==> src/hdl/flash_rd_pkg.sv <==
// flash read pipeline package with the word widths, default counts and buffer states
`default_nettype none

package flash_rd_pkg;

  ////////////////////////////////////////////////////////////
  // widths
  ////////////////////////////////////////////////////////////

  // a flash word address, one address per 32-bit word
  parameter int AddrW = 16;

  // the flash word itself, no integrity or ECC bits are kept
  parameter int DataW = 32;

  typedef logic [AddrW-1:0] addr_t;
  typedef logic [DataW-1:0] data_t;

  ////////////////////////////////////////////////////////////
  // counts
  ////////////////////////////////////////////////////////////

  // default number of read buffers
  parameter int NumBufDef = 4;

  // default depth of the response-order FIFO
  parameter int RspDepthDef = 4;

  ////////////////////////////////////////////////////////////
  // buffer state
  ////////////////////////////////////////////////////////////

  // invalid buffers hold nothing, a wip buffer waits on the flash
  // and a valid buffer holds the data of its address
  typedef enum logic [1:0] {
    BufInvalid = 2'b00,
    BufWip     = 2'b01,
    BufValid   = 2'b10
  } buf_attr_e;

endpackage : flash_rd_pkg

`default_nettype wire
==> src/hdl/flash_rd_order_if.sv <==
// response-order entries, the pop event and the buffer read port shared by three stages
`default_nettype none

interface flash_rd_order_if
  import flash_rd_pkg::*;
#(
  parameter int NumBuf = 4
) ();

  // push of an accepted request and the buffer that will answer it
  // a zero select means the answer comes straight from the flash
  logic                     push;
  logic [NumBuf-1:0]        sel;
  logic                     space_ok;

  // the head entry leaves the FIFO with this select
  logic                     pop;
  logic [NumBuf-1:0]        pop_sel;

  // buffer contents as seen by the response stage
  data_t [NumBuf-1:0]       rd_data;
  logic  [NumBuf-1:0]       rd_valid;

  modport issue (
    output push, sel,
    input  space_ok
  );

  modport rsp (
    input  push, sel, rd_data, rd_valid,
    output space_ok, pop, pop_sel
  );

  modport bufs (
    input  push, sel, pop, pop_sel,
    output rd_data, rd_valid
  );

endinterface : flash_rd_order_if

`default_nettype wire

==> src/hdl/flash_rd_buf_if.sv <==
// lookup, allocation, update and wipe channel between the issue stage and the read buffers
`default_nettype none

interface flash_rd_buf_if
  import flash_rd_pkg::*;
#(
  parameter int NumBuf = 4
) ();

  // lookup of the host address, valid while lk_req is high
  addr_t             lk_addr;
  logic              lk_req;

  // combinational answer from the buffers
  logic              hit;
  logic [NumBuf-1:0] hit_sel;
  // next buffer to allocate, zero when nothing can be replaced
  logic [NumBuf-1:0] alloc_sel;

  // one-cycle strobes from the issue stage
  logic              alloc_en;
  logic              upd_en;
  logic [NumBuf-1:0] upd_sel;
  data_t             upd_data;
  // program pulse, the word at lk_addr is no longer current
  logic              wipe_en;

  modport issue (
    output lk_addr, lk_req, alloc_en, upd_en, upd_sel, upd_data, wipe_en,
    input  hit, hit_sel, alloc_sel
  );

  modport bufs (
    input  lk_addr, lk_req, alloc_en, upd_en, upd_sel, upd_data, wipe_en,
    output hit, hit_sel, alloc_sel
  );

endinterface : flash_rd_buf_if

`default_nettype wire

==> src/hdl/flash_rd_top.sv <==
// flash read pipeline top with the buffer-enable register and the issue, buffer and response stages
`default_nettype none

module flash_rd_top
  import flash_rd_pkg::*;
#(
  parameter int NumBuf   = NumBufDef,
  parameter int RspDepth = RspDepthDef
) (
  input  logic  clk_i,
  input  logic  rst_ni,

  // host side
  input  logic  buf_en_i,
  input  logic  req_i,
  input  logic  prog_i,
  input  addr_t addr_i,
  output logic  rdy_o,
  output logic  data_valid_o,
  output data_t data_o,
  output logic  idle_o,

  // flash primitive side
  output logic  flash_req_o,
  output addr_t flash_addr_o,
  input  logic  flash_ack_i,
  input  logic  flash_done_i,
  input  data_t flash_data_i
);

  logic buf_en_q;
  logic all_dep;

  flash_rd_buf_if   #(.NumBuf(NumBuf)) buf_if ();
  flash_rd_order_if #(.NumBuf(NumBuf)) ord_if ();

  // the enable only moves while nothing is queued
  always_ff @(posedge clk_i or negedge rst_ni) begin
    if (!rst_ni) begin
      buf_en_q <= 1'b0;
    end else if (idle_o) begin
      buf_en_q <= buf_en_i;
    end
  end

  flash_rd_issue #(
    .NumBuf (NumBuf)
  ) u_issue (
    .clk_i,
    .rst_ni,
    .buf_en_q_i   (buf_en_q),
    .buf_en_i,
    .req_i,
    .prog_i,
    .addr_i,
    .rdy_o,
    .flash_req_o,
    .flash_addr_o,
    .flash_ack_i,
    .flash_done_i,
    .flash_data_i,
    .all_dep_i    (all_dep),
    .buf_if       (buf_if.issue),
    .ord_if       (ord_if.issue)
  );

  flash_rd_buffers #(
    .NumBuf   (NumBuf),
    .RspDepth (RspDepth)
  ) u_buffers (
    .clk_i,
    .rst_ni,
    .en_i      (buf_en_q),
    .buf_if    (buf_if.bufs),
    .ord_if    (ord_if.bufs),
    .all_dep_o (all_dep)
  );

  flash_rd_rsp #(
    .NumBuf   (NumBuf),
    .RspDepth (RspDepth)
  ) u_rsp (
    .clk_i,
    .rst_ni,
    .flash_done_i,
    .flash_data_i,
    .upd_sel_i    (buf_if.upd_sel),
    .data_valid_o,
    .data_o,
    .idle_o,
    .ord_if       (ord_if.rsp)
  );

endmodule : flash_rd_top

`default_nettype wire

==> src/hdl/flash_rd_rsp.sv <==
// response stage with the order FIFO, answering each request from a buffer or the flash
`default_nettype none

module flash_rd_rsp
  import flash_rd_pkg::*;
#(
  parameter int NumBuf   = 4,
  parameter int RspDepth = 4
) (
  input  logic              clk_i,
  input  logic              rst_ni,

  // flash return and the buffer it fills
  input  logic              flash_done_i,
  input  data_t             flash_data_i,
  input  logic [NumBuf-1:0] upd_sel_i,

  // host response
  output logic              data_valid_o,
  output data_t             data_o,
  output logic              idle_o,

  flash_rd_order_if.rsp     ord_if
);

  localparam int PtrW = (RspDepth > 1) ? $clog2(RspDepth) : 1;
  localparam int CntW = $clog2(RspDepth + 1);

  ////////////////////////////////////////////////////////////
  // order FIFO
  ////////////////////////////////////////////////////////////

  logic [NumBuf-1:0] fifo_q [RspDepth];
  logic [PtrW-1:0]   wr_ptr_q;
  logic [PtrW-1:0]   rd_ptr_q;
  logic [CntW-1:0]   cnt_q;
  logic              empty;
  logic [NumBuf-1:0] head_sel;

  assign empty           = (cnt_q == '0);
  assign head_sel        = fifo_q[rd_ptr_q];
  assign ord_if.space_ok = (cnt_q != CntW'(RspDepth));
  // nothing queued means nothing in flight either
  assign idle_o          = empty;

  always_ff @(posedge clk_i or negedge rst_ni) begin
    if (!rst_ni) begin
      wr_ptr_q <= '0;
      rd_ptr_q <= '0;
      cnt_q    <= '0;
    end else begin
      if (ord_if.push) begin
        wr_ptr_q <= (wr_ptr_q == PtrW'(RspDepth - 1)) ? '0 : wr_ptr_q + PtrW'(1);
      end
      if (ord_if.pop) begin
        rd_ptr_q <= (rd_ptr_q == PtrW'(RspDepth - 1)) ? '0 : rd_ptr_q + PtrW'(1);
      end
      cnt_q <= cnt_q + CntW'(ord_if.push) - CntW'(ord_if.pop);
    end
  end

  always_ff @(posedge clk_i) begin
    if (ord_if.push) begin
      fifo_q[wr_ptr_q] <= ord_if.sel;
    end
  end

  ////////////////////////////////////////////////////////////
  // response select
  ////////////////////////////////////////////////////////////

  logic  buf_hit;
  logic  flash_hit;
  data_t buf_data;

  // a valid buffer answers at once, even while a later read is on the flash
  assign buf_hit = ~empty & |(head_sel & ord_if.rd_valid);

  // the flash answers the head that waits on the buffer being filled, or
  // any head at all when buffers were off
  assign flash_hit = ~empty & flash_done_i &
                     ((head_sel == upd_sel_i) | (head_sel == '0));

  always_comb begin
    buf_data = '0;
    for (int i = 0; i < NumBuf; i++) begin
      if (head_sel[i]) begin
        buf_data = ord_if.rd_data[i];
      end
    end
  end

  assign ord_if.pop     = buf_hit | flash_hit;
  assign ord_if.pop_sel = head_sel;

  assign data_valid_o = ord_if.pop;
  assign data_o       = buf_hit ? buf_data : flash_data_i;

endmodule : flash_rd_rsp

`default_nettype wire

==> src/hdl/flash_rd_buffers.sv <==
// read buffers with address match, allocation, flash update, program wipe and dependency counts
`default_nettype none

module flash_rd_buffers
  import flash_rd_pkg::*;
#(
  parameter int NumBuf   = 4,
  parameter int RspDepth = 4
) (
  input  logic clk_i,
  input  logic rst_ni,
  input  logic en_i,

  flash_rd_buf_if.bufs   buf_if,
  flash_rd_order_if.bufs ord_if,

  // no buffer is free of queued responses
  output logic all_dep_o
);

  // a buffer can be named by every entry of the order FIFO
  localparam int CntW = $clog2(RspDepth + 1);

  // lowest set bit of a vector, as a one-hot vector
  function automatic logic [NumBuf-1:0] lowest_one(input logic [NumBuf-1:0] v);
    return v & (~v + NumBuf'(1));
  endfunction

  ////////////////////////////////////////////////////////////
  // storage
  ////////////////////////////////////////////////////////////

  buf_attr_e         attr_q    [NumBuf];
  addr_t             addr_q    [NumBuf];
  data_t             data_q    [NumBuf];
  logic [CntW-1:0]   dep_cnt_q [NumBuf];

  logic [NumBuf-1:0] buf_invalid;
  logic [NumBuf-1:0] buf_valid;
  logic [NumBuf-1:0] buf_wip;
  logic [NumBuf-1:0] buf_dep;
  logic [NumBuf-1:0] match;
  logic [NumBuf-1:0] wipe;
  logic [NumBuf-1:0] dep_inc;
  logic [NumBuf-1:0] dep_dec;

  for (genvar i = 0; i < NumBuf; i++) begin : gen_flags
    assign buf_invalid[i] = (attr_q[i] == BufInvalid);
    assign buf_valid[i]   = (attr_q[i] == BufValid);
    assign buf_wip[i]     = (attr_q[i] == BufWip);
    assign buf_dep[i]     = |dep_cnt_q[i];

    // a wip buffer also hits, its response waits for the flash
    assign match[i] = buf_if.lk_req & en_i & (buf_valid[i] | buf_wip[i]) &
                      (addr_q[i] == buf_if.lk_addr);

    // only a valid copy of the programmed word goes stale
    assign wipe[i] = buf_if.wipe_en & buf_valid[i] &
                     (addr_q[i] == buf_if.lk_addr);

    assign dep_inc[i] = ord_if.push & ord_if.sel[i];
    assign dep_dec[i] = ord_if.pop & ord_if.pop_sel[i];

    assign ord_if.rd_data[i] = data_q[i];
  end

  assign buf_if.hit     = |match;
  assign buf_if.hit_sel = match;
  assign ord_if.rd_valid = buf_valid;
  assign all_dep_o       = &buf_dep;

  ////////////////////////////////////////////////////////////
  // allocation
  ////////////////////////////////////////////////////////////

  // an empty buffer first, then the lowest valid one nobody waits on
  // wip buffers are never candidates
  assign buf_if.alloc_sel = |buf_invalid ? lowest_one(buf_invalid) :
                                           lowest_one(buf_valid & ~buf_dep);

  ////////////////////////////////////////////////////////////
  // state and dependency counts
  ////////////////////////////////////////////////////////////

  always_ff @(posedge clk_i or negedge rst_ni) begin
    if (!rst_ni) begin
      for (int i = 0; i < NumBuf; i++) begin
        attr_q[i]    <= BufInvalid;
        dep_cnt_q[i] <= '0;
      end
    end else begin
      for (int i = 0; i < NumBuf; i++) begin
        // disabled buffers forget everything
        if (!en_i) begin
          attr_q[i] <= BufInvalid;
        end else if (buf_if.alloc_en && buf_if.alloc_sel[i]) begin
          attr_q[i] <= BufWip;
        end else if (buf_if.upd_en && buf_if.upd_sel[i]) begin
          attr_q[i] <= BufValid;
        end else if (wipe[i]) begin
          attr_q[i] <= BufInvalid;
        end
        // push and pop of the same buffer in one cycle cancel out
        dep_cnt_q[i] <= dep_cnt_q[i] + CntW'(dep_inc[i]) - CntW'(dep_dec[i]);
      end
    end
  end

  // address on allocation, data when the flash returns
  always_ff @(posedge clk_i) begin
    for (int i = 0; i < NumBuf; i++) begin
      if (buf_if.alloc_en && buf_if.alloc_sel[i]) begin
        addr_q[i] <= buf_if.lk_addr;
      end
      if (buf_if.upd_en && buf_if.upd_sel[i]) begin
        data_q[i] <= buf_if.upd_data;
      end
    end
  end

endmodule : flash_rd_buffers

`default_nettype wire

==> src/hdl/flash_rd_issue.sv <==
// issue stage that accepts host reads, looks up the buffers and runs one flash read at a time
`default_nettype none

module flash_rd_issue
  import flash_rd_pkg::*;
#(
  parameter int NumBuf = 4
) (
  input  logic  clk_i,
  input  logic  rst_ni,

  // sampled and live buffer enable
  input  logic  buf_en_q_i,
  input  logic  buf_en_i,

  // host side
  input  logic  req_i,
  input  logic  prog_i,
  input  addr_t addr_i,
  output logic  rdy_o,

  // flash primitive side
  output logic  flash_req_o,
  output addr_t flash_addr_o,
  input  logic  flash_ack_i,
  input  logic  flash_done_i,
  input  data_t flash_data_i,

  // every buffer still has queued responses
  input  logic  all_dep_i,

  flash_rd_buf_if.issue   buf_if,
  flash_rd_order_if.issue ord_if
);

  ////////////////////////////////////////////////////////////
  // lookup
  ////////////////////////////////////////////////////////////

  // the host address goes to the buffers unchanged, they gate the
  // match with their own enable
  assign buf_if.lk_addr = addr_i;
  assign buf_if.lk_req  = req_i;

  // while the enable is about to change nothing new may enter, the
  // top level samples it as soon as the pipeline drains
  logic en_match;
  assign en_match = (buf_en_q_i == buf_en_i);

  ////////////////////////////////////////////////////////////
  // outstanding flash read
  ////////////////////////////////////////////////////////////

  logic              rd_busy;
  logic              rd_start;
  logic              rd_done;
  logic [NumBuf-1:0] alloc_q;
  logic              flash_rdy;

  // done is only meaningful while our read is in flight
  assign rd_done   = rd_busy & flash_done_i;
  // the flash can take a new read in the cycle the current one ends
  assign flash_rdy = ~rd_busy | rd_done;

  ////////////////////////////////////////////////////////////
  // acceptance
  ////////////////////////////////////////////////////////////

  logic base_ok;
  logic alloc_ok;
  logic miss_ok;
  logic accept;

  // common conditions for hits and misses
  assign base_ok  = en_match & ~all_dep_i & ord_if.space_ok;

  // with buffers on, a miss needs somewhere to land
  assign alloc_ok = ~buf_en_q_i | (|buf_if.alloc_sel);
  assign miss_ok  = flash_rdy & alloc_ok;

  // a miss is held on the flash request until the primitive acks,
  // and the host sees rdy_o only in that ack cycle
  assign flash_req_o  = req_i & ~buf_if.hit & base_ok & miss_ok;
  assign flash_addr_o = addr_i;

  assign rdy_o = base_ok & (buf_if.hit | (miss_ok & flash_ack_i));

  assign accept   = req_i & rdy_o;
  assign rd_start = accept & ~buf_if.hit;

  // allocation happens in the acceptance cycle
  assign buf_if.alloc_en = rd_start & buf_en_q_i;

  // every accepted request leaves an order entry behind
  // Buffers off means a zero select, so the answer comes from the flash
  assign ord_if.push = accept;
  assign ord_if.sel  = buf_if.hit ? buf_if.hit_sel :
                       (buf_if.alloc_sel & {NumBuf{buf_en_q_i}});

  // remember which buffer the flash read is filling
  always_ff @(posedge clk_i or negedge rst_ni) begin
    if (!rst_ni) begin
      rd_busy <= 1'b0;
      alloc_q <= '0;
    end else if (rd_start) begin
      rd_busy <= 1'b1;
      alloc_q <= buf_if.alloc_sel & {NumBuf{buf_en_q_i}};
    end else if (rd_done) begin
      rd_busy <= 1'b0;
    end
  end

  ////////////////////////////////////////////////////////////
  // buffer update and program wipe
  ////////////////////////////////////////////////////////////

  // the saved select is zero when buffers were off at issue
  assign buf_if.upd_en   = rd_done;
  assign buf_if.upd_sel  = alloc_q;
  assign buf_if.upd_data = flash_data_i;

  // programs only arrive while idle, so lk_addr is the program address
  assign buf_if.wipe_en  = prog_i;

endmodule : flash_rd_issue

`default_nettype wire

==> config.mk <==
export PLATFORM = sky130hd
export DESIGN_NAME = flash_rd_top
export DESIGN_NICKNAME = d
export VERILOG_FILES = /design/src/hdl/flash_rd_pkg.sv /design/src/hdl/flash_rd_order_if.sv /design/src/hdl/flash_rd_buf_if.sv /design/src/hdl/flash_rd_top.sv /design/src/hdl/flash_rd_rsp.sv /design/src/hdl/flash_rd_buffers.sv /design/src/hdl/flash_rd_issue.sv
export SDC_FILE = /design/constraint.sdc
export NUM_CORES = 1
export LEC_CHECK = 0
export ABC_CLOCK_PERIOD_IN_PS = 3000
export BUFFER_PORTS_ARGS = -buffer_cell sky130_fd_sc_hd__buf_2
export CELL_PAD_IN_SITES_DETAIL_PLACEMENT = 2
export CELL_PAD_IN_SITES_GLOBAL_PLACEMENT = 2
export CORE_AREA = 2 2 242 125
export DETAILED_ROUTE_END_ITERATION = 8
export DIE_AREA = 0 0 244 127
export GPL_ROUTABILITY_DRIVEN = 0
export PLACE_DENSITY_LB_ADDON = 0.1
export SYNTH_ARGS = -nofsm -noshare
export SYNTH_HDL_FRONTEND = slang
export SYNTH_SLANG_ARGS = --single-unit
==> constraint.sdc <==
create_clock -name clk_i -period 3 [get_ports clk_i]
set_input_delay 0.3 -clock clk_i [delete_from_list [all_inputs] [get_ports clk_i]]
set_output_delay 0.3 -clock clk_i [all_outputs]
set_load 0.1 [all_outputs]
==> reports/metrics.cfg, run 1 <==
[global_route]
grt_pass1_wl_um = 46500
antenna_found_initial = 0
grt.overflow.total = 0
grt_max_degree = 65
grtUsageTotal = 0.194
first_global_vias = 8060

[sta]
rsz0062_at_grt = true
min_period_ns = 3.46
hold_violations = 0
fin_hold_ws_ns = 0.0167
maxSlewViolCount = 0
period_share = 1.15
setup_viol = 43
max_freq_mhz = 289
worstMarginPinSlew_ns = 0.829
skew_ns = 0.00741
relSlewSlack = 0.448
fin_ws_ns = -0.463

[floorplanning]
die_h_um = 127
core_um2 = 28700
row_count = 44
io-pin-count = 107
start_util = 0.376
die_w_um = 244
dieArea_um2 = 31000

[setup_path]
timing.rr.start = u_rsp.rd_ptr_q[0]
crit_fanout = 4
rr_worst_depth = 15
cp-start-kind = flip-flop
worstSetupPathType = reg2reg
ff2ff_setup_slack_ns = -0.46
cp.arrival_ns = 3.92
end_kind = flip-flop
crit_required_ns = 3.45
rr_endpoint = u_buffers.dep_cnt_q[11]

[worst_hold_path]
hp-class = in2reg
hold_start = flash_data_i[3]
hold_path_depth = 1
hold_end = u_buffers.data_q[0][3]

[pwr]
p_per_area_nw_per_um2 = 829
clock_power_share = 0.240
leakagePower_nw = 5.22
vdd_drop_max_mv = 0.359
p_int_mw = 7.58
seqPwrFrac = 0.343
switchingPower_mw = 4.50
sw_frac_of_total = 0.373
p_total_mw = 12.1
p_comb_frac = 0.416

[placement]
dp_slack_ns = -0.365
hpwl_um = 19000
port-buffer-count = 106
dp.cells = 1307

[run]
max-cap-violations = 0

[cells_and_area]
final_nets = 1056
n_antenna_cell = 0
drive_gt1_frac = 0.412
instances_no_fill = 1382
syn_to_final_growth_pct = 35.0

[drt]
finalWirelength_um = 30500
ant_nets = 0
route.vias.total = 7041
vias_per_cell = 5.09
drc = 0
drt_iter0_drc = 302
avgRoutedWirePerCell_um = 22.1
firstDrtPassIters = 4

[synthesis]
avgSynthCellArea_um2 = 13.7
synth_cell_types = 52
syn-num-nets = 868
synthCells = 785
yosysSeqAreaShare = 0.655
synthArstFlopShare = 0.137
synth_area_um2 = 10800
yosys_most_used_dff = edfxtp_1
yosys_warnings = 0
synth_edf_count = 208
ys_ff_latch = 241

[clock_tree]
worst_skew_pair.late_latency_ns = 0.53
cts_tree = built
htree_levels = 1
cts-root-buf = clkbuf_16
clkTransAtPathRegs_ns = 0.07
clk_path_buf_depth = 3
clock_sinks = 241
cts_made_buffers = 24

[outcome]
failed_checks = setup timing
status = complete, but fails checks

final cells by class:
cell class,count,area (um^2)
fill,2669,14100
sequential,241,7070
multi-input combinational,438,3940
timing repair buffer,227,2170
clock buffer,29,641
tap,391,489
inverter,41,161
clock inverter,15,91.3
synth_stat cells (7+ instances only):
master	instances	area, um^2
dfrtp_1	33	826
nor4_1	7	43.8
nor2_1	76	285
buf_4	33	248
clkbuf_1	18	67.6
a22oi_1	32	240
a21oi_1	70	350
nand4_1	16	100
inv_1	41	154
ha_1	23	288
edfxtp_1	208	6250
a211oi_1	33	248
nand2_1	10	37.5
xnor2_1	75	657
and2_1	12	75.1
and3_1	7	43.8
state kept, by name, indices dropped and copies added, names as in the netlist:
name,flops
buf_en_q,1
u_buffers.addr_q,64
u_buffers.attr_q,8
u_buffers.data_q,128
u_buffers.dep_cnt_q,12
u_issue.buf_if.upd_sel,4
u_issue.rd_busy,1
u_rsp.cnt_q,3
u_rsp.fifo_q,16
u_rsp.rd_ptr_q,2
u_rsp.wr_ptr_q,2
layout by cell type (no fill, tap or decap), types with 4 or more instances in the layout:
cell type	instances
edfxtp_1	208
and3_4	4
dlygate4sd3_1	18
dfrtp_1	32
clkinv_1	7
a211oi_1	9
o21ai_1	4
clkbuf_16	26
nor2_2	6
a21oi_1	27
xnor2_1	64
fa_2	5
nand4b_1	4
nand2_1	9
buf_4	83
nand3_1	5
nor2_1	69
clkinv_2	7
and2_1	11
o21a_1	4
and3_2	4
nor3_1	5
buf_6	10
mux2i_1	4
inv_1	32
ha_4	8
nand4_1	16
xnor2_2	11
a21oi_4	12
inv_2	7
ha_1	14
a22oi_2	16
a211oi_2	24
buf_12	43
buf_2	71
clkbuf_1	4
a21oi_2	32
a22oi_1	17
worst max-delay path, stage by stage (launching register included):
cell and delay [ns]:
dfrtp_2 0.42, mux4_2 0.60, buf_4 0.18, nor2_1 0.09
nand2_1 0.12, nor4b_4 0.36, nor3_4 0.09, buf_6 0.14
nor2b_1 0.13, ha_1 0.26, inv_1 0.07, ha_2 0.17
inv_2 0.04, fa_2 0.36, xnor2_2 0.21, xnor2_1 0.13
per-stage QoR:
step                       util  cell area [um^2]  TNS (ns)
after floorplan               -             10900    -18.80
after global placement    0.447             12800     -1.76
after detailed placement  0.447             12800     -2.27
after CTS                 0.493             14100    -10.26
after global routing      0.508             14600    -16.15
final                     0.508             14600    -11.16
power groups by stage:
stage,clock (mW),sequential (mW),combinational [mW]
final,2.90,4.15,5.03
after detailed placement,0,4.19,4.00
after CTS,2.98,4.13,4.50
after floorplan,0,4.15,2.69
after global routing,3.10,4.18,5.42
after global placement,0,4.17,3.86
timing repair:
item / in CTS / in global routing
resized for setup: 72 / 83
endpoints found under the hold margin: 94 / 0
pin swaps: 19 / 56
hold buffers: 18 / 0
cloned: 1 / 1
buffers inserted: 5 / 7
setup endpoints to repair: 45 / 57
cell families after synthesis:
kind of cell    share of synthesized area
flops                               0.655
fa+ha+maj                          0.0359
mux                                0.0169
xor+xnor                           0.0648
buf+inv                            0.0531
compound gates                     0.0943
simple gates                       0.0795
worst max-delay path by stage:
| stage | startpoint | to | cells after the start |
|---|---|---|---|
| 2_1_floorplan | u_rsp.cnt_q[1] | u_rsp.cnt_q[2] | 10 |
| 3_3_place_gp | addr_i[12] | u_rsp.cnt_q[2] | 15 |
| 3_5_place_dp | addr_i[12] | u_rsp.cnt_q[2] | 15 |
| 4_1_cts | u_rsp.rd_ptr_q[0] | data_o[27] | 10 |
| 5_1_grt | u_rsp.rd_ptr_q[0] | u_buffers.dep_cnt_q[11] | 15 |
| 6_report | u_rsp.rd_ptr_q[0] | u_buffers.dep_cnt_q[11] | 15 |
metal layers:
layer | up-vias | wire length (um) | GRT usage | share of wire
met5 | - | 0 | 0 | 0
met4 | 0 | 707 | 0.0412 | 0.023
met3 | 49 | 870 | 0.0290 | 0.029
met2 | 116 | 16000 | 0.362 | 0.53
met1 | 3645 | 12900 | 0.239 | 0.42
li1 | 3231 | - | - | -
Note: power is estimated with default switching activity, not from simulation.
==> run 2, diff against run 1 <==
--- a/config.mk
+++ b/config.mk
@@ -5,13 +5,14 @@
 export SDC_FILE = /design/constraint.sdc
 export NUM_CORES = 1
 export LEC_CHECK = 0
+export ABC_AREA = 1
 export ABC_CLOCK_PERIOD_IN_PS = 3000
-export BUFFER_PORTS_ARGS = -buffer_cell sky130_fd_sc_hd__buf_2
+export BUFFER_PORTS_ARGS = -buffer_cell sky130_fd_sc_hd__buf_4
 export CELL_PAD_IN_SITES_DETAIL_PLACEMENT = 2
 export CELL_PAD_IN_SITES_GLOBAL_PLACEMENT = 2
-export CORE_AREA = 2 2 242 125
+export CORE_AREA = 2 2 260 134
 export DETAILED_ROUTE_END_ITERATION = 8
-export DIE_AREA = 0 0 244 127
+export DIE_AREA = 0 0 262 136
 export GPL_ROUTABILITY_DRIVEN = 0
 export PLACE_DENSITY_LB_ADDON = 0.1
 export SYNTH_ARGS = -nofsm -noshare
==> run 2 against run 1 <==
Against the previous run: the flow still finishes with violations (setup timing); cell area is 7.8% higher; worst setup slack better by 0.40 ns; clock skew is 0.0073 ns higher; die area is 15% higher; sequential share of layout area is 3.5 points lower; register-to-register slack better by 0.46 ns; global-route usage is 2.7 points higher; first-iteration DRC count is 82% higher; clock-buffer cell count is 2 lower; area after synthesis is 6.8% higher; worst hold slack better by 0.011 ns; sequential cell count stayed put; largest power group is now sequential cells; highest routed layer unchanged.
==> reports/metrics.cfg, run 2 <==
[synthesis]
yosysSeqAreaShare = 0.614  ; -0.0417
yosys.area.top_type = edfxtp_1
syn-num-nets = 1173  ; +35%
synth_top_area_frac = 0.542  ; -0.0368
yosys_warnings = 0  ; unchanged
avgSynthCellArea_um2 = 10.6  ; -23%
yosysMostFrequentCell = nand2_1
yosys-top-cells-count = 232 x nand2_1, 208 x edfxtp_1, 111 x inv_1, 98 x nor2_1, 46 x nand3_1
synth_cell_types = 37  ; -29%
ys_ff_latch = 241  ; unchanged
synthArstFlopShare = 0.137  ; unchanged
yosys_most_used_dff = edfxtp_1
synthCells = 1090  ; +39%
synthTopCellsByArea = edfxtp_1 54%, nand2_1 7.6%, dfrtp_1 7.2%
synth_edf_count = 208  ; unchanged
synth_area_um2 = 11500  ; +6.8%

[sta]
min_period_ns = 3.06  ; -0.403 ns
worstMarginPinSlew_ns = 0.756  ; -0.0728 ns
period_share = 1.02  ; -0.134
relSlewSlack = 0.495  ; +0.0473
fin_ws_ns = -0.0608  ; +0.403 ns
max_freq_mhz = 327  ; +13%
rsz0062_at_grt = true
hold_violations = 0  ; unchanged
skew_ns = 0.0147  ; +0.00728 ns
maxSlewViolCount = 0  ; unchanged
setup_viol = 21  ; -51%

[drt]
finalWirelength_um = 40300  ; +32%
route.vias.total = 8829  ; +25%
drc = 0  ; unchanged
vias_per_cell = 5.09  ; -0.18%
ant_nets = 0  ; unchanged
firstDrtPassIters = 4  ; unchanged
drt_iter0_drc = 551  ; +82%
avgRoutedWirePerCell_um = 23.2  ; +5.1%

[setup_path]
crit_required_ns = 2.70  ; -0.75 ns
crit_slowest_cell = dfrtp_2
cpLargestDelayFamily = buffers and inverters
worstPathCellList = clkinv_4 > nand2_4 > nand3_4 > nand2_4 > buf_4 > inv_2 > buf_12 > a31oi_1 > o21ai_0 > a21oi_4 > buf_12
crit_fanout = 38  ; +34
worstSetupPathType = reg2out
cp.arrival_ns = 2.76  ; -1.16 ns
worst-path-buf-inv = 5  ; +1
rr_endpoint = u_buffers.dep_cnt_q[10]
ff2ff_setup_slack_ns = 0  ; +0.46 ns
max_stage_delay_ns = 0.48  ; -0.12 ns
rr_worst_depth = 19  ; +4
end_kind = primary output
timing.rr.start = u_rsp.rd_ptr_q[0]
cp-start-kind = flip-flop

[pwr]
vdd_drop_max_mv = 0.366  ; +1.8%
p_per_area_nw_per_um2 = 470  ; -43%
leakagePower_nw = 6.28  ; +20%

[worst_hold_path]
hold_end = u_buffers.addr_q[3][6]
hold_start = addr_i[6]
hold_path_depth = 1  ; unchanged
hp-class = in2reg

[clock_tree]
cts_made_buffers = 24  ; unchanged
worst_skew_pair.late_latency_ns = 0.55  ; +0.02 ns
htree_levels = 1  ; unchanged
cts-root-buf = clkbuf_16
cts_tree = built
clock_sinks = 241  ; unchanged
clk_path_buf_depth = 3  ; unchanged
clkTransAtPathRegs_ns = 0.07  ; about the same

[floorplanning]
io-pin-count = 107  ; unchanged
dieArea_um2 = 35600  ; +15%
core_um2 = 33600  ; +17%
die_h_um = 136  ; +7.1%
start_util = 0.343  ; -0.0336
die_w_um = 262  ; +7.4%
row_count = 48  ; +9.1%

[cells_and_area]
syn_to_final_growth_pct = 36.3
n_antenna_cell = 0  ; unchanged
reg_top3 = u_buffers.data_q (128), u_buffers.addr_q (64), u_rsp.fifo_q (16)
final_nets = 1351  ; +28%
layout_common_cells = 219 x nand2_1, 208 x edfxtp_1, 115 x buf_4
final_util = 0.467  ; -0.0409
fillers = 3396  ; +27%
final_common_cell = nand2_1
stdcell_area_um2 = 15700  ; +7.8%
largest_register = u_buffers.data_q
drive_gt1_frac = 0.308  ; -0.104
largest_reg_flops = 128  ; unchanged

[run]
max-cap-violations = 0  ; unchanged

[global_route]
grt.overflow.total = 0  ; unchanged
antenna_found_initial = 1  ; +1
first_global_vias = 9328  ; +16%
grt_max_degree = 65  ; unchanged
grtUsageTotal = 0.221  ; +0.0272
grt_pass1_wl_um = 58800  ; +27%

[placement]
dp_slack_ns = -0.142  ; +0.223 ns
hpwl_um = 25000  ; +31%
postPlaceCellArea_um2 = 13300  ; +4.1%
port-buffer-count = 106  ; unchanged

[outcome]
status = complete, but fails checks
failed_checks = setup timing

## run 2: cell types whose count changed after synthesis, sizes merged, moves of 26 or more
cell    delta
nand2    +235
inv       +87
xnor2     -68
nand3     +50
a211oi    -33
a22oi     -33
o21ai     +33
nor2      +32
a31oi     +30
nand4     +26
## run 2: layout make-up
cell class	count	area [um^2]	share of cell area
Sequential cell	241	7080	0.450
Multi-Input combinational cell	664	4470	0.285
Timing Repair Buffer	209	2310	0.147
Clock buffer	27	633	0.0403
Tap cell	450	563	0.0358
Inverter	128	519	0.0331
Clock inverter	17	133	0.00844
## run 2: repair_timing
action	4_1_cts	5_1_grt
hold endpoints to repair	162	0
resized for setup	101	137
pin swaps	7	27
endpoints found under the setup margin	38	44
cloned	4	2
hold buffers	34	0
buffers inserted	8	12
## run 2: routing by layer
layer | share of wire | global-route usage | vias to the layer above
li1 | - | - | 4049
met3 | 0.038 | 0.0349 | 41
met5 | 0 | 0 | -
met1 | 0.52 | 0.353 | 4571
met4 | 0.014 | 0.0326 | 0
met2 | 0.43 | 0.317 | 168
## run 2: power by group
part,internal (mW),switching [mW]
logic,0.220,0.446
registers,3.63,0
clock network,1.69,1.39
total,5.54,1.83
## run 2: how the worst max path moves through the flow
stage / from / end / cells past startpoint
global route: u_rsp.rd_ptr_q[0] / data_o[29] / 14
finish: u_rsp.rd_ptr_q[0] / data_o[27] / 11
floorplan: u_rsp.cnt_q[0] / u_buffers.dep_cnt_q[2] / 12
global placement: u_rsp.rd_ptr_q[0] / u_buffers.dep_cnt_q[10] / 17
detailed placement: u_rsp.rd_ptr_q[0] / u_buffers.dep_cnt_q[10] / 17
CTS: u_buffers.dep_cnt_q[7] / flash_req_o / 9
## run 2: kinds of logic (layout without fill, tap and decap cells)
family,Yosys count,count (layout),synth area share
adders and majority gates,28,28,0.0337
and+or+nand+nor,458,458,0.179
xor gates and xnor gates,34,34,0.0258
buffers and inverters,185,381,0.0717
AOI/OAI and AO/OA,144,144,0.0763
DFF,241,241,0.614
## run 2: per-stage QoR
stage	hold WS (ns)	setup TNS [ns]	total power, mW	instances
floorplan	0.00441	-0.485	4.08	1090
global placement	0.313	0	4.26	1634
detailed placement	0.306	-0.273	4.27	1634
CTS	0.00238	-0.0290	7.41	1723
global route	0.0126	-4.31	7.60	1736
finish	0.0282	-0.324	7.38	1736
==> run 3, diff against run 2 <==
--- a/config.mk
+++ b/config.mk
@@ -10,9 +10,9 @@
 export BUFFER_PORTS_ARGS = -buffer_cell sky130_fd_sc_hd__buf_4
 export CELL_PAD_IN_SITES_DETAIL_PLACEMENT = 2
 export CELL_PAD_IN_SITES_GLOBAL_PLACEMENT = 2
-export CORE_AREA = 2 2 260 134
+export CORE_AREA = 8 8 266 140
 export DETAILED_ROUTE_END_ITERATION = 8
-export DIE_AREA = 0 0 262 136
+export DIE_AREA = 0 0 274 148
 export GPL_ROUTABILITY_DRIVEN = 0
 export PLACE_DENSITY_LB_ADDON = 0.1
 export SYNTH_ARGS = -nofsm -noshare
==> run 3 against run 2 <==
Against the previous run: the flow now finishes without violations; maximum frequency up 4.0%; cell count rose by 0.23%; cell area down 2.1%; sequential cell count is the same; critical path type unchanged; power down 0.87%; global-route usage decreased by 3.1 points; worst setup slack gained 0.12 ns; core utilization shrank 0.97 points.
==> reports/metrics.cfg, run 3 (synthesis gave the netlist of run 2 again) <==
[floorplanning]
core_um2 = 33600  ; unchanged
start_util = 0.343  ; unchanged
die_h_um = 148  ; +8.8%
io-pin-count = 107  ; unchanged
row_count = 48  ; unchanged
die_w_um = 274  ; +4.6%
dieArea_um2 = 40600  ; +14%

[sta]
relSlewSlack = 0.548  ; +0.0536
period_share = 0.981  ; -0.0392
hold_violations = 0  ; unchanged
setup_viol = 0  ; -100%
fin_ws_ns = 0.0569  ; +0.118 ns
min_period_ns = 2.94  ; -0.118 ns
worstMarginPinSlew_ns = 0.677  ; -0.0793 ns
rsz0062_at_grt = true
max_freq_mhz = 340  ; +4.0%
maxSlewViolCount = 0  ; unchanged
skew_ns = 0.0198  ; +0.00510 ns

[setup_path]
crit_required_ns = 2.70  ; about the same
end_kind = primary output
crit_fanout = 7  ; -82%
critPathLaunch = u_buffers.attr_q[0]
worstSetupPathType = reg2out
cp.arrival_ns = 2.64  ; -0.12 ns
timing.rr.start = u_buffers.attr_q[1]
cp-start-kind = flip-flop
rr_worst_depth = 18  ; -1

[cells_and_area]
fillers = 3415  ; +0.56%
reg_top3 = u_buffers.data_q (128), u_buffers.addr_q (64), u_rsp.fifo_q (16)
final_util = 0.457  ; -0.00971
regArea_um2 = 7070  ; about the same
layout_common_cells = 221 x nand2_1, 208 x edfxtp_1, 116 x buf_4
n_antenna_cell = 0  ; unchanged
stdcell_area_um2 = 15400  ; -2.1%
syn_to_final_growth_pct = 33.5
largest_reg_flops = 128  ; unchanged
drive_gt1_frac = 0.296  ; -0.0118
multi_input_area_um2 = 4310  ; -3.5%
final_common_cell = nand2_1
largest_register = u_buffers.data_q
final_nets = 1354  ; +0.22%

[global_route]
grt.overflow.total = 0  ; unchanged
grt_pass1_wl_um = 59300  ; +0.87%
grt_max_degree = 66  ; +1.5%
grtUsageTotal = 0.190  ; -0.0314
first_global_vias = 9691  ; +3.9%
antenna_found_initial = 2  ; +1

[placement]
dp_slack_ns = -0.0278  ; +0.114 ns
postPlaceCellArea_um2 = 13300  ; about the same
hpwl_um = 25800  ; +3.3%
port-buffer-count = 106  ; unchanged

[drt]
finalWirelength_um = 39700  ; -1.4%
drt_iter0_drc = 564  ; +2.4%
vias_per_cell = 5.09  ; about the same
drc = 0  ; unchanged
firstDrtPassIters = 5  ; +1
avgRoutedWirePerCell_um = 22.8  ; -1.6%
route.vias.total = 8854  ; +0.28%
ant_nets = 0  ; unchanged

[clock_tree]
cts_tree = built
clock_sinks = 241  ; unchanged
htree_levels = 1  ; unchanged
cts_made_buffers = 25  ; +4.2%
clk_path_buf_depth = 3  ; unchanged
cts-root-buf = clkbuf_16
clkTransAtPathRegs_ns = 0.06  ; about the same
worst_skew_pair.late_latency_ns = 0.55  ; about the same

[worst_hold_path]
hp-class = in2reg
hold_path_depth = 1  ; unchanged
hold_start = addr_i[5]

[outcome]
status = finished clean

[pwr]
leakagePower_nw = 6.21  ; -1.2%
p_per_area_nw_per_um2 = 475  ; +1.2%
vdd_drop_max_mv = 0.366  ; about the same

[run]
max-cap-violations = 0  ; unchanged

==> run 3: worst paths after layout <==
path	to	slack [ns]
worst min register to register	u_buffers.dep_cnt_q[2]	0.48
max in group asynchronous	u_rsp.rd_ptr_q[1]	2.35
worst max register to register	u_buffers.dep_cnt_q[2]	0.08
min in group asynchronous	u_buffers.dep_cnt_q[3]	0.26
worst min-delay path	u_buffers.addr_q[3][5]	0.02
worst max-delay path	rdy_o	0.06
==> run 3: critical path, stage by stage (launching register included) <==
cell,delay [ns]
dfrtp_1,0.36
inv_2,0.06
ha_1,0.21
inv_2,0.10
nand2_1,0.10
nor2_4,0.14
nand2_4,0.08
o22ai_4,0.14
nor2_1,0.09
nand3_2,0.10
nand3_4,0.10
buf_8,0.16
a21oi_4,0.22
buf_12,0.21
==> run 3: final cells by class <==
type / instances / area share
clock inverters: 17 / 0.00822
multi-input cells: 664 / 0.280
clock buffers: 29 / 0.0416
well taps: 450 / 0.0366
inverters: 128 / 0.0322
repair buffers: 211 / 0.141
flip-flops and latches: 241 / 0.460
==> run 3: power by group <==
part / switching (mW) / internal, mW
registers: 0 / 3.63
clock network: 1.40 / 1.63
logic: 0.441 / 0.201
==> run 3: stage by stage <==
stage	setup TNS, ns	std cells	hold slack (ns)	total power [mW]
floorplan	-0.485	1090	0.00441	4.08
global route	-0.348	1740	0.0194	7.56
finish	0	1740	0.0247	7.31
global placement	0	1632	0.309	4.26
detailed placement	-0.0463	1632	0.306	4.27
CTS	-0.00730	1727	0.000131	7.37
==> run 3: what timing repair did <==
item | CTS | global route
endpoints found under the setup margin | 37 | 43
pin swaps | 4 | 15
gates cloned | 2 | 0
hold buffers | 39 | 0
gates resized for setup | 60 | 112
buffers inserted | 8 | 13
endpoints found under the hold margin | 179 | 0
==> run 3: per-layer routing <==
metal	track usage	up-vias	part of all wire
met1	0.287	4611	0.50
met5	0	-	0
li1	-	4048	-
met2	0.280	142	0.44
met4	0.0428	0	0.019
met3	0.0326	53	0.040
